## src/design/div_pkg.sv

```systemverilog
package div_pkg;

  //////////////////////////////
  // Widths
  //////////////////////////////

  localparam int DIV_W       = 16;  // Operand width
  localparam int COUNT_W     = 5;   // Holds 0 to DIV_W
  localparam int RSP_CREDITS = 2;   // Most egress credits a consumer may grant
  localparam int CREDIT_W    = $clog2(RSP_CREDITS + 1);

  typedef logic [DIV_W-1:0]    operand_t;
  typedef logic [COUNT_W-1:0]  count_t;
  typedef logic [CREDIT_W-1:0] credit_t;

  //////////////////////////////
  // Request and response
  //////////////////////////////

  typedef struct packed {
    operand_t dividend;
    operand_t divisor;
  } div_req_t;

  typedef struct packed {
    operand_t quotient;
    operand_t remainder;
    logic     div_by_zero;
  } div_rsp_t;

  // Sequencer states
  typedef enum logic [2:0] {
    ST_START,
    ST_SHIFT_DEC,
    ST_CHECK,
    ST_ADD,
    ST_END
  } ctl_state_t;

endpackage

```

## src/design/div_flow.sv

```systemverilog
`timescale 1ns/1ps

module div_flow
  import div_pkg::*;
(
  input  logic clk,
  input  logic rst,
  input  logic rsp_credit,
  input  logic send,
  output logic have_credit,
  output logic req_credit
);

  credit_t credit_q;
  logic    boot_q;

  //////////////////////////////
  // Egress credits
  //////////////////////////////

  // Grant and spend may land in the same cycle
  always_ff @(posedge clk) begin
    if (rst) begin
      credit_q <= '0;
    end else begin
      case ({rsp_credit, send})
        2'b10:   credit_q <= credit_q + 1'b1;
        2'b01:   credit_q <= credit_q - 1'b1;
        default: credit_q <= credit_q;
      endcase
    end
  end

  assign have_credit = (credit_q != '0);

  //////////////////////////////
  // Ingress credit
  //////////////////////////////

  // Single ingress credit, returned once the result has gone out
  always_ff @(posedge clk) begin
    if (rst) begin
      boot_q     <= 1'b1;
      req_credit <= 1'b0;
    end else begin
      boot_q     <= 1'b0;
      req_credit <= boot_q | send;  // First grant follows reset
    end
  end

endmodule

```

## src/design/div_ctl.sv

```systemverilog
`timescale 1ns/1ps

module div_ctl
  import div_pkg::*;
(
  input  logic       clk,
  input  logic       rst,
  input  logic       req_valid,
  input  logic       diff_neg,
  input  logic       last,
  input  logic       have_credit,
  output logic       init,
  output logic       sh,
  output logic       dec,
  output logic       lda,
  output logic       send,
  output ctl_state_t state
);

  ctl_state_t state_nxt;

  //////////////////////////////
  // State register
  //////////////////////////////

  always_ff @(posedge clk) begin
    if (rst) begin
      state <= ST_START;
    end else begin
      state <= state_nxt;
    end
  end

  always_comb begin
    state_nxt = state;
    case (state)
      ST_START: begin
        if (req_valid) begin
          state_nxt = ST_SHIFT_DEC;
        end
      end
      ST_SHIFT_DEC: begin
        state_nxt = ST_CHECK;
      end
      ST_CHECK: begin
        // A failed trial on the last bit ends the division here
        if (!diff_neg) begin
          state_nxt = ST_ADD;
        end else if (last) begin
          state_nxt = ST_END;
        end else begin
          state_nxt = ST_SHIFT_DEC;
        end
      end
      ST_ADD: begin
        state_nxt = last ? ST_END : ST_SHIFT_DEC;
      end
      ST_END: begin
        if (have_credit) begin
          state_nxt = ST_START;  // Response leaves this cycle
        end
      end
      default: begin
        state_nxt = ST_START;
      end
    endcase
  end

  //////////////////////////////
  // Datapath strobes
  //////////////////////////////

  always_comb begin
    init = 1'b0;
    sh   = 1'b0;
    dec  = 1'b0;
    lda  = 1'b0;
    send = 1'b0;
    case (state)
      ST_START: begin
        init = req_valid;  // Capture operands with the request
      end
      ST_SHIFT_DEC: begin
        sh  = 1'b1;
        dec = 1'b1;
      end
      ST_ADD: begin
        lda = 1'b1;
      end
      ST_END: begin
        send = have_credit;
      end
      default: begin
        init = 1'b0;
      end
    endcase
  end

endmodule

```

## src/design/div_datapath.sv

```systemverilog
`timescale 1ns/1ps

module div_datapath
  import div_pkg::*;
(
  input  logic     clk,
  input  logic     rst,
  input  div_req_t req,
  input  logic     init,
  input  logic     sh,
  input  logic     dec,
  input  logic     lda,
  input  logic     send,
  output logic     diff_neg,
  output logic     last,
  output div_rsp_t rsp
);

  logic [DIV_W:0]   rem_q;   // Extra bit for the bit shifted in from the quotient
  operand_t         quo_q;   // Dividend on load, quotient bits fill from the right
  operand_t         dvs_q;
  count_t           cnt_q;
  logic             dbz_q;
  logic [DIV_W+1:0] diff;

  //////////////////////////////
  // Iteration counter
  //////////////////////////////

  always_ff @(posedge clk) begin
    if (rst) begin
      cnt_q <= '0;
    end else if (init) begin
      cnt_q <= count_t'(DIV_W);
    end else if (dec) begin
      cnt_q <= cnt_q - 1'b1;
    end
  end

  assign last = (cnt_q == '0);

  //////////////////////////////
  // Trial subtraction
  //////////////////////////////

  // Sign bit of the wide difference tells whether the divisor fits
  assign diff     = {1'b0, rem_q} - {2'b00, dvs_q};
  assign diff_neg = diff[DIV_W+1];

  //////////////////////////////
  // Operand registers
  //////////////////////////////

  always_ff @(posedge clk) begin
    if (init) begin
      dvs_q <= req.divisor;
      quo_q <= req.dividend;
      rem_q <= '0;
    end else if (sh) begin
      rem_q <= {rem_q[DIV_W-1:0], quo_q[DIV_W-1]};
      quo_q <= {quo_q[DIV_W-2:0], 1'b0};
    end else if (lda) begin
      rem_q    <= diff[DIV_W:0];  // Keep the difference
      quo_q[0] <= 1'b1;
    end
  end

  // With a zero divisor every trial passes, which gives all ones and
  // leaves the dividend in the remainder
  always_ff @(posedge clk) begin
    if (rst) begin
      dbz_q <= 1'b0;
    end else if (init) begin
      dbz_q <= (req.divisor == '0);
    end else if (send) begin
      dbz_q <= 1'b0;
    end
  end

  //////////////////////////////
  // Response
  //////////////////////////////

  always_comb begin
    rsp.quotient    = quo_q;
    rsp.remainder   = rem_q[DIV_W-1:0];  // Top bit is clear once finished
    rsp.div_by_zero = dbz_q;
  end

endmodule

```

## src/design/div_top.sv

```systemverilog
`timescale 1ns/1ps

module div_top
  import div_pkg::*;
(
  input  logic     clk,
  input  logic     rst,
  input  logic     req_valid,
  input  div_req_t req,
  output logic     req_credit,
  output logic     rsp_valid,
  output div_rsp_t rsp,
  input  logic     rsp_credit
);

  logic       init;
  logic       sh;
  logic       dec;
  logic       lda;
  logic       diff_neg;
  logic       last;
  logic       have_credit;
  ctl_state_t state;  // Observed by the bound checks

  //////////////////////////////
  // Flow control
  //////////////////////////////

  div_flow u_div_flow (
    .clk         (clk),
    .rst         (rst),
    .rsp_credit  (rsp_credit),
    .send        (rsp_valid),
    .have_credit (have_credit),
    .req_credit  (req_credit)
  );

  //////////////////////////////
  // Sequencer
  //////////////////////////////

  div_ctl u_div_ctl (
    .clk         (clk),
    .rst         (rst),
    .req_valid   (req_valid),
    .diff_neg    (diff_neg),
    .last        (last),
    .have_credit (have_credit),
    .init        (init),
    .sh          (sh),
    .dec         (dec),
    .lda         (lda),
    .send        (rsp_valid),  // Send is the response strobe
    .state       (state)
  );

  //////////////////////////////
  // Datapath
  //////////////////////////////

  div_datapath u_div_datapath (
    .clk      (clk),
    .rst      (rst),
    .req      (req),
    .init     (init),
    .sh       (sh),
    .dec      (dec),
    .lda      (lda),
    .send     (rsp_valid),
    .diff_neg (diff_neg),
    .last     (last),
    .rsp      (rsp)
  );

endmodule

```

## config.mk

```make
export PLATFORM = sky130hd
export DESIGN_NAME = div_top
export DESIGN_NICKNAME = d
export VERILOG_FILES = /design/src/design/div_pkg.sv /design/src/design/div_flow.sv /design/src/design/div_ctl.sv /design/src/design/div_datapath.sv /design/src/design/div_top.sv
export SDC_FILE = /design/constraint.sdc
export NUM_CORES = 1
export LEC_CHECK = 0
export ABC_AREA = 0
export BUFFER_PORTS_ARGS = -buffer_cell sky130_fd_sc_hd__buf_4
export CORE_AREA = 2 2 105 107
export CTS_BUF_LIST = sky130_fd_sc_hd__clkbuf_4 sky130_fd_sc_hd__clkbuf_8
export DETAILED_ROUTE_END_ITERATION = 7
export DIE_AREA = 0 0 107 109
export GPL_TIMING_DRIVEN = 0
export HOLD_SLACK_MARGIN = 0.02
export SLEW_MARGIN = 20
export SYNTH_ARGS = -nofsm -noshare
export SYNTH_HDL_FRONTEND = slang
export SYNTH_SLANG_ARGS = --single-unit
```

## constraint.sdc

```tcl
create_clock -name clk -period 2.8 [get_ports clk]
set_clock_uncertainty 0.2 [all_clocks]
set_input_delay 0.42 -clock clk [delete_from_list [all_inputs] [get_ports clk]]
set_output_delay 0.42 -clock clk [all_outputs]
set_load 0.02 [all_outputs]
```

Word-level counts from Yosys, hierarchy flattened

Index checks and enable logic that the tools add are counted.

$add $sub $neg: 4
Bitwise gates (word level): 1
Reductions and logical operators: 11
Eq/ne operators: 8
Muxes and demuxes: 21

Operators by type and width:

| operator                                                           | number |
|---|---|
| 17-bit 2-to-1 mux                                                  | 2 |
| 17-bit by 16-bit subtractor with 18-bit output                     | 1 |
| 16-bit zero test                                                   | 1 |
| 16-bit 2-to-1 mux                                                  | 1 |
| 15-bit 2-to-1 mux                                                  | 1 |
| 3-bit one-hot mux with 5 select lines                              | 1 |
| 3-bit 2-to-1 mux                                                   | 4 |
| 5-bit 2-to-1 mux                                                   | 2 |
| 2-bit nonzero test                                                 | 5 |
| 1-bit 2-to-1 mux                                                   | 9 |
| 3-bit by 2-bit == test with 1-bit output, second input constant    | 2 |
| 5-bit zero test                                                    | 1 |
| 5-bit by 1-bit subtractor with 5-bit output, second input constant | 1 |
| 2-bit one-hot mux with 2 select lines                              | 1 |
| 3-bit by 1-bit == test with 1-bit output, second input constant    | 1 |
| 3-bit == test, second input constant                               | 1 |
| 3-bit zero test                                                    | 1 |
| 3-bit nonzero test                                                 | 1 |
| 2-bit by 1-bit adder with 2-bit output, second input constant      | 1 |
| 2-bit by 1-bit == test with 1-bit output, second input constant    | 1 |
| 2-bit == test, second input constant                               | 1 |
| 2-bit by 1-bit != test with 1-bit output, second input constant    | 1 |
| 2-bit != test, second input constant                               | 1 |
| 2-bit AND reduction                                                | 1 |
| other kinds (3)                                                    | 3 |

Input port bits: 36
Logic and storage cells: 56
Output and inout bits: 35
Register bits after elaboration: 62

Depth between registers and ports, before layout

Gate-level depths: netlist of run 1.

Word-level depth: 5
Depth in mapped cells: 9
Gate-level depth less buffers: 9

Hierarchy

From an unflattened synthesis of run 1, not the netlist that was laid out.

Cell total of the unflattened synthesis: 347
Area, all modules: 3497.1 µm²

By module, submodules not included:

| module       | area each (µm²) | cells an instance | instances | sequential area each (µm²) |
|---|---|---|---|---|
| div_datapath | 3163.0          | 309               | 1         | 1421.4 |
| div_ctl      | 186.4           | 23                | 1         | 60.1 |
| div_flow     | 147.6           | 15                | 1         | 80.1 |

Worst setup path after synthesis of run 1

Ideal clock, no wire load.

Path kind: reg-to-reg
Start point: reg u_div_ctl.state[2]
End point: reg u_div_datapath.quo_q[10], enable pin
Required time: 2.192 ns
Path slack: 0.243 ns
Period minus slack after synthesis: 2.557 ns
Cell stages (with the launch flop): 5
Path buffers: 2
Library setup time: 0.408 ns
Arrival time: 1.949 ns
Cells stage by stage: dfxtp_1 > nand2b_1 > clkbuf_8 > clkbuf_1 > o21ai_0

Word-level cells in the longest chain between the ends: 3

Ends and longest elaborated chain:

| element                                                                     | RTL line           | source |
|---|---|---|
| start: declaration                                                          | div_ctl.sv:17      | `output ctl_state_t state` |
| start signal: assignment                                                    | div_ctl.sv:30      | `state <= state_nxt;` |
| 3-bit by 1-bit == test with 1-bit output or 3-bit zero test (tied branches) | div_ctl.sv:79      | `case (state)` |
| 1-bit 2-to-1 mux                                                            | div_ctl.sv:79      |  |
| 2-bit nonzero test (no line) *                                              | --                 |  |
| end signal: assignment                                                      | div_datapath.sv:57 | `quo_q <= req.dividend;` |
| end signal: assignment                                                      | div_datapath.sv:61 | `quo_q <= {quo_q[DIV_W-2:0], 1'b0};` |
| end: declaration                                                            | div_datapath.sv:20 | `operand_t quo_q;` |

Every way passes the cells marked *; elsewhere a longest branch is shown, timed or not.
A chain may end at the register's enable or synchronous reset.

Worst setup path after layout of run 1

Start point: reg u_div_datapath.rem_q[0]
End point: reg u_div_datapath.rem_q[16]

Word-level cells in the longest chain between the ends: 3

Ends and longest elaborated chain:

| element                                        | RTL line           | source |
|---|---|---|
| start: declaration                             | div_datapath.sv:19 | `logic [DIV_W:0] rem_q;` |
| start signal: assignment                       | div_datapath.sv:60 | `rem_q <= {rem_q[DIV_W-1:0], quo_q[DIV_W-1]};` |
| start signal: assignment                       | div_datapath.sv:63 | `rem_q <= diff[DIV_W:0];` |
| 17-bit by 16-bit subtractor with 18-bit output | div_datapath.sv:47 | `assign diff = {1'b0, rem_q} - {2'b00, dvs_q};` |
| 17-bit 2-to-1 mux                              | div_datapath.sv:62 | `end else if (lda) begin` |
| 17-bit 2-to-1 mux                              | div_datapath.sv:59 | `end else if (sh) begin` |

No other way between the ends. The select of a mux whose other input is x is not followed.

==> metrics, run 1 <==
Placed Area 0.004305 mm2; Seq/Total Area, Yosys around 43%; Async SR Flop Fraction 0%; largest family of logic cells by synthesized area simple AND/OR/NAND/NOR gates; Max Cap Viol 0; Netlist Area Pre-Place 0.003590 mm2; wire length per cell about 14 um; Synthesized Nets between 400 and 500; Final Max Tran Viols 0; Core Util, Final 42.99%; Die X roughly 110 um; crit path capture type flop; IO Pins between 70 and 80; CP arrival between 2 and 3 ns; Global Route Usage Sum 15.34%; Worst-Margin Slew 0.5652 ns; Yosys reg bits 62; RSZ-0062 raised after global routing false; largest net degree at the start of global routing 26; r2r worst-path depth 9; outcome completed; n_diodes 0; highest-count cells in the layout ignoring fill and taps 88 x buf_4, 63 x nand2_1, 32 x edfxtp_1; Bufs on Longest Clock Path 2; Worst Path Max Fanout 4; number of flops mapped to enable cells by yosys 32; crit start category flop; Final TNS setup 0 ns; clock root buffer clkbuf_8; first-pass GRT wire length between 10000 and 15000 um; post-DR vias/cell between 4 and 5; TritonCTS clock tree built; CTS Buf Count 9; Lkg Pwr slightly above 2 nW; most used flip-flop cell after synthesis edfxtp_1; Placer Congestion about 0.87; endpoints failing setup 0; final WL between 8000 and 9000 um; Rel. slew slack slightly above 60%; via count a little over 3000; Finished Cell Area about 0.0046 mm2; Core Region between 0.01 and 0.015 mm2; Starting Density 33.86%; Hold Violations, Final 0; Antenna Nets Post-Route 0; complex-gate fraction of the synthesized area 18.58%; Area Growth Syn to Fin 26.98%; number of global-route vias before repair between 2000 and 3000; synth warn 0; maximum clock rate 380.0 MHz; Peak supply drop ~330 uV; Final WS setup 0.1686 ns; CP Class flop to flop; post-layout min period 2.631 ns; Gate Count Post-Synth slightly below 400; Synth Area in XOR/XNOR 2.928%; Synth cell types 62; Hold Path Cell Cnt 1; Avg Inst Size Synth roughly 9 um2; die height between 100 and 150 um; Power Density roughly 770 mW/mm2; post-synthesis adder-cell area fraction 6.832%; I/O Buffers 70; Critical Path RT ~2.9 ns; Worst Hold Class input port to flop; layout cells sized above 1 around a quarter; post-synthesis mux area share less than 1%; total grt overflow 0; initial antenna violation count 0; DPL Wire Length roughly 6600 um; Site Rows 38; die area between 0.01 and 0.015 mm2; fin nets 537; CTS H-tree depth 3; final cycle utilization of the critical path a little over nine tenths; DRC violations left 0; drt first pass iters 4; simple-gate area share of the yosys netlist between 10% and 20%; worst slack, placed ~0.054 ns; DRT iter0 DRCs between 150 and 200; CTS clk-pin slew, worst paths approximately 0.070 ns; commonest non-fill, non-tap cell in the layout buf_4; clk_lat worst skew roughly 0.35 ns; clk sink count 62
[path summary, 6_finish.rpt]
check                                  startpoint                                    end  slack, ns
max          u_div_datapath.rem_q[0]$_SDFFE_PP0P_  u_div_datapath.rem_q[16]$_SDFFE_PP0P_       0.17
min                                        req[1]      u_div_datapath.dvs_q[1]$_DFFE_PP_       0.05
min reg2reg             u_div_flow.boot_q$_DFF_P_       u_div_flow.req_credit$_SDFF_PP0_       0.24
max reg2reg  u_div_datapath.rem_q[0]$_SDFFE_PP0P_  u_div_datapath.rem_q[16]$_SDFFE_PP0P_       0.17
[layout make-up]
class,instances,area [um2]
fill,1046,6045
clock inverter,3,67.56
sequential,62,1563
buffer,33,212.7
clock buffer,13,166.4
inverter,24,90.09
tap,140,175.2
timing repair buffer,73,554.3
multi-input combinational,279,1729
[flip-flops by register name, summed over array words and instances (netlist names)]
name,flops
u_div_datapath.rem_q,17
u_div_datapath.dvs_q,16
u_div_datapath.quo_q,16
u_div_datapath.cnt_q,5
u_div_ctl.state,3
u_div_flow.credit_q,2
u_div_datapath.dbz_q,1
u_div_flow.boot_q,1
u_div_flow.req_credit,1
[cells by family after synthesis]
| logic type | Yosys count |
|---|---|
| compound gates | 101 |
| xor+xnor | 12 |
| fa+ha+maj | 19 |
| buf+inv | 57 |
| flops | 62 |
| mux | 2 |
| simple gates | 145 |
[cell usage after synthesis, types with 7 or more instances]
| master | n | area, um2 |
|---|---|---|
| a21o_1 | 7 | 52.55 |
| a21oi_1 | 28 | 140.1 |
| a31oi_1 | 7 | 43.79 |
| and3_1 | 7 | 43.79 |
| buf_4 | 17 | 127.6 |
| clkbuf_1 | 7 | 26.28 |
| dfxtp_1 | 30 | 600.6 |
| edfxtp_1 | 32 | 960.9 |
| ha_1 | 18 | 225.2 |
| inv_1 | 23 | 86.33 |
| nand2_1 | 63 | 236.5 |
| nand3_1 | 8 | 40.04 |
| nor2_1 | 25 | 93.84 |
| nor3_1 | 9 | 45.04 |
| o21ai_0 | 20 | 100.1 |
| xor2_1 | 7 | 61.31 |
[metrics by stage]
step / instances / hold WS, ns / power [mW]
2_1_floorplan: 398 / 0.2161 / 2.175
3_3_place_gp: 608 / 0.2242 / 2.580
3_5_place_dp: 609 / 0.2329 / 2.611
4_1_cts: 626 / 0.03812 / 3.556
5_1_grt: 627 / 0.03935 / 3.753
6_report: 627 / 0.05289 / 3.529
[per-layer routing]
layer | wire (um) | vias to the layer above | GRT usage (%)
li1 | - | 1586 | -
met4 | 186 | 0 | 7.328
met2 | 4137 | 56 | 23.84
met3 | 278 | 14 | 2.391
met5 | 0 | - | 0
met1 | 4232 | 1442 | 20.94
[worst max-delay path, cell delays in order, from the launching register on]
cell	delay, ns
dfxtp_2	0.36
inv_1	0.05
ha_1	0.21
fa_1	0.39
and2b_1	0.26
o2111ai_1	0.16
a21oi_2	0.21
o31ai_2	0.13
or4_1	0.48
o211ai_1	0.09
[power by group]
part | switching (mW) | total (mW) | leakage [nW] | internal, mW
sequential | 0.124 | 1.29 | 0.556 | 1.16
clock | 0.366 | 0.936 | 0.117 | 0.570
combinational | 0.739 | 1.31 | 1.38 | 0.569
[repair_timing]
item | 4_1_cts | 5_1_grt
hold buffers | 1 | 0
gates resized for setup | 0 | 1
endpoints found under the hold margin | 1 | 0
endpoints found under the setup margin | 0 | 1
buffers inserted | 0 | 1
No activity file was read; power rests on OpenSTA's default activity.
==> inputs of run 2 (changes only) <==
- ABC_AREA: 0 -> 1
==> run 2 against run 1 <==
Effect of this change: design area decreased by 0.47%; register-to-register slack better by 0.34 ns; power down 9.5%; synthesized cell count increased by 15%; flip-flop and latch count stayed put; clock power down 15%; sequential share of layout area rose by 0.13 points; first-iteration DRC count is 4.1% lower; area after synthesis up 1.0%; hold slack better by 0.012 ns; via count is 3.6% higher; global-route usage grew 0.43 points.
==> metrics, run 2 <==
outcome completed (unchanged); Synth cell types 36 (was 62); via count 3211 (was 3098); Hold Path Cell Cnt 1 (unchanged); Hold Violations, Final 0 (unchanged); Peak supply drop 300.7 uV (was 331.3 uV); Starting Density 34.21% (was 33.86%); layout cells sized above 1 23.71% (was 25.67%); Final Max Tran Viols 0 (unchanged); most used flip-flop cell after synthesis edfxtp_1 (unchanged); DRC violations left 0 (unchanged); number of global-route vias before repair 3199 (was 2905); crit path capture type flop (unchanged); Reg with most FFs u_div_datapath.rem_q (unchanged); Seq/Total Area, Yosys 43.05% (was 43.50%); Site Rows 38 (unchanged); initial antenna violation count 0 (unchanged); Antenna Nets Post-Route 0 (unchanged); top cells by count, synth 137 x nand2_1, 52 x inv_1, 32 x edfxtp_1 (was 63 x nand2_1, 32 x edfxtp_1, 30 x dfxtp_1); IO Pins 71 (unchanged); most frequent cell after synthesis nand2_1 (unchanged); Netlist Area Pre-Place 0.003627 mm2 (was 0.003590 mm2); Max Cap Viol 0 (unchanged); Area Growth Syn to Fin 25.08% (was 26.98%); Gate Count Post-Synth 457 (was 398); final WL 8939 um (was 8835 um); Yosys top cell by area edfxtp_1 (unchanged); CTS clk-pin slew, worst paths 0.07 ns (about the same); Core Region 0.01060 mm2 (unchanged); first-pass GRT wire length 14410 um (was 13980 um); fin nets 594 (was 537); worst slack, placed 0.5276 ns (was 0.05413 ns); CP arrival 2.29 ns (was 2.70 ns); Lkg Pwr 2.164 nW (was 2.050 nW); CTS Hold Bufs 1 (unchanged); Critical Path RT 2.80 ns (was 2.87 ns); drt first pass iters 4 (unchanged); post-DR vias/cell 4.694 (was 4.941); crit start category flop (unchanged); Final TNS setup 0 ns (unchanged); Finished Cell Area 0.004537 mm2 (was 0.004558 mm2); CTS Buf Count 9 (unchanged); n_diodes 0 (unchanged); CTS H-tree depth 3 (unchanged); Synthesized Nets 512 (was 453); I/O Buffers 70 (unchanged); reg2reg setup slack 0.51 ns (was 0.17 ns); Power Density 703.9 mW/mm2 (was 774.3 mW/mm2); Worst Hold Class input port to flop (unchanged); Placer Congestion 0.8865 (was 0.8666); number of flip-flops in the largest register 17 (unchanged); r2r worst-path depth 9 (unchanged); number of flops mapped to enable cells by yosys 32 (unchanged); Worst-Margin Slew 0.7166 ns (was 0.5652 ns); Hold Startpoint req[5] (was req[1]); clk sink count 62 (unchanged); number of post-CTS setup repair buffers 0 (unchanged); CP Class flop to flop (unchanged); Yosys reg bits 62 (unchanged); die area 0.01166 mm2 (unchanged); Worst R2R End u_div_datapath.rem_q[14]$_SDFFE_PP0P_ (was u_div_datapath.rem_q[16]$_SDFFE_PP0P_); Async SR Flop Fraction 0% (unchanged); post-layout min period 2.291 ns (was 2.631 ns); clk_lat worst skew 0.34 ns (was 0.35 ns); Die X 107 um (unchanged); Core Util, Final 42.79% (was 42.99%); Worst Path Max Fanout 4 (unchanged); DRT iter0 DRCs 163 (was 170); largest net degree at the start of global routing 26 (unchanged); share of the synthesized area in the top cell type 26.49% (was 26.77%); TritonCTS clock tree built (unchanged); Global Route Usage Sum 15.78% (was 15.34%); total grt overflow 0 (unchanged); die height 109 um (unchanged); Worst Hold Path EP u_div_datapath.dvs_q[5]$_DFFE_PP_ (was u_div_datapath.dvs_q[1]$_DFFE_PP_); Inst Count DP 667 (was 609); wire length per cell 13.07 um (was 14.09 um); Bufs on Longest Clock Path 2 (unchanged); final cycle utilization of the critical path 81.83% (was 93.98%); Finished Layout Cells 684 (was 627); DPL Wire Length 7007 um (was 6561 um); Final WS setup 0.5088 ns (was 0.1686 ns); synth warn 0 (unchanged); endpoints failing setup 0 (unchanged); commonest non-fill, non-tap cell in the layout nand2_1 (was buf_4); Avg Inst Size Synth 7.937 um2 (was 9.019 um2); top cells by area, synth edfxtp_1 26%, dfxtp_1 17%, nand2_1 14%, ha_1 6.2%, inv_1 5.4% (was edfxtp_1 27%, dfxtp_1 17%, nand2_1 6.6%, ha_1 6.3%, a21oi_1 3.9%); Largest regs u_div_datapath.rem_q: 17 flops, u_div_datapath.dvs_q: 16 flops, u_div_datapath.quo_q: 16 flops (unchanged); Placed Area 0.004328 mm2 (was 0.004305 mm2); RSZ-0062 raised after global routing false (unchanged); maximum clock rate 436.5 MHz (was 380.0 MHz); smallest hold slack 0.06448 ns (was 0.05289 ns); total power 3.193 mW (was 3.529 mW); Rel. slew slack 51.78% (was 62.32%); reg2reg start u_div_datapath.rem_q[0]$_SDFFE_PP0P_ (unchanged); clock root buffer clkbuf_8 (unchanged); highest-count cells in the layout ignoring fill and taps 137 x nand2_1, 91 x buf_4, 52 x inv_1 (was 88 x buf_4, 63 x nand2_1, 32 x edfxtp_1); post-CTS resize count 0 (unchanged)
[run 2: where the power goes]
| group | internal [mW] | switching (mW) |
|---|---|---|
| sequential | 1.17 | 0.102 |
| combinational | 0.431 | 0.700 |
| clock | 0.432 | 0.359 |
| total | 2.03 | 1.16 |
[run 2: logic make-up after synthesis]
kind of cell               Yosys count  share of synthesized area [%]
AOI/OAI and AO/OA                   69                          11.42
xor gates and xnor gates             9                          2.173
adders and majority gates           19                          6.761
buffers and inverters               82                          10.83
DFF                                 62                          43.05
and+or+nand+nor                    216                          25.77
[run 2: per-layer routing]
metal	track usage (%)	up-vias	routed length, um
met5	0	-	0
met4	6.957	0	236
met3	3.825	19	310
met2	27.43	61	4414
met1	18.53	1478	3978
li1	-	1653	-
[run 2: how the worst max path moves through the flow]
stage,from,to,depth (start not counted)
floorplan,u_div_datapath.rem_q[0]$_SDFFE_PP0P_,u_div_datapath.rem_q[16]$_SDFFE_PP0P_,11
global placement,u_div_datapath.rem_q[0]$_SDFFE_PP0P_,u_div_datapath.rem_q[16]$_SDFFE_PP0P_,11
detailed placement,u_div_datapath.rem_q[0]$_SDFFE_PP0P_,u_div_datapath.rem_q[16]$_SDFFE_PP0P_,11
finish,u_div_datapath.rem_q[0]$_SDFFE_PP0P_,u_div_datapath.rem_q[14]$_SDFFE_PP0P_,9
CTS,u_div_datapath.rem_q[0]$_SDFFE_PP0P_,u_div_datapath.rem_q[14]$_SDFFE_PP0P_,9
global route,u_div_datapath.rem_q[0]$_SDFFE_PP0P_,u_div_datapath.rem_q[16]$_SDFFE_PP0P_,11
[run 2: final cells by class]
type	instances	area, um2
fillers	1106	6066
well taps	140	175.2
plain buffers	27	186.4
clock inverters	6	61.31
repair buffers	71	535.5
flip-flops and latches	62	1562
inverters	55	206.4
clock buffers	10	137.6
multi-input cells	313	1673
[run 2: critical path, cell delays in order, from the launching register on]
cell and delay (ns):
dfxtp_1 0.38, inv_1 0.06, ha_1 0.24, fa_1 0.49, nor3_1 0.32, o21bai_1 0.19, nand2_1 0.10, nand2_1 0.05
nand3_1 0.07, a21oi_1 0.06
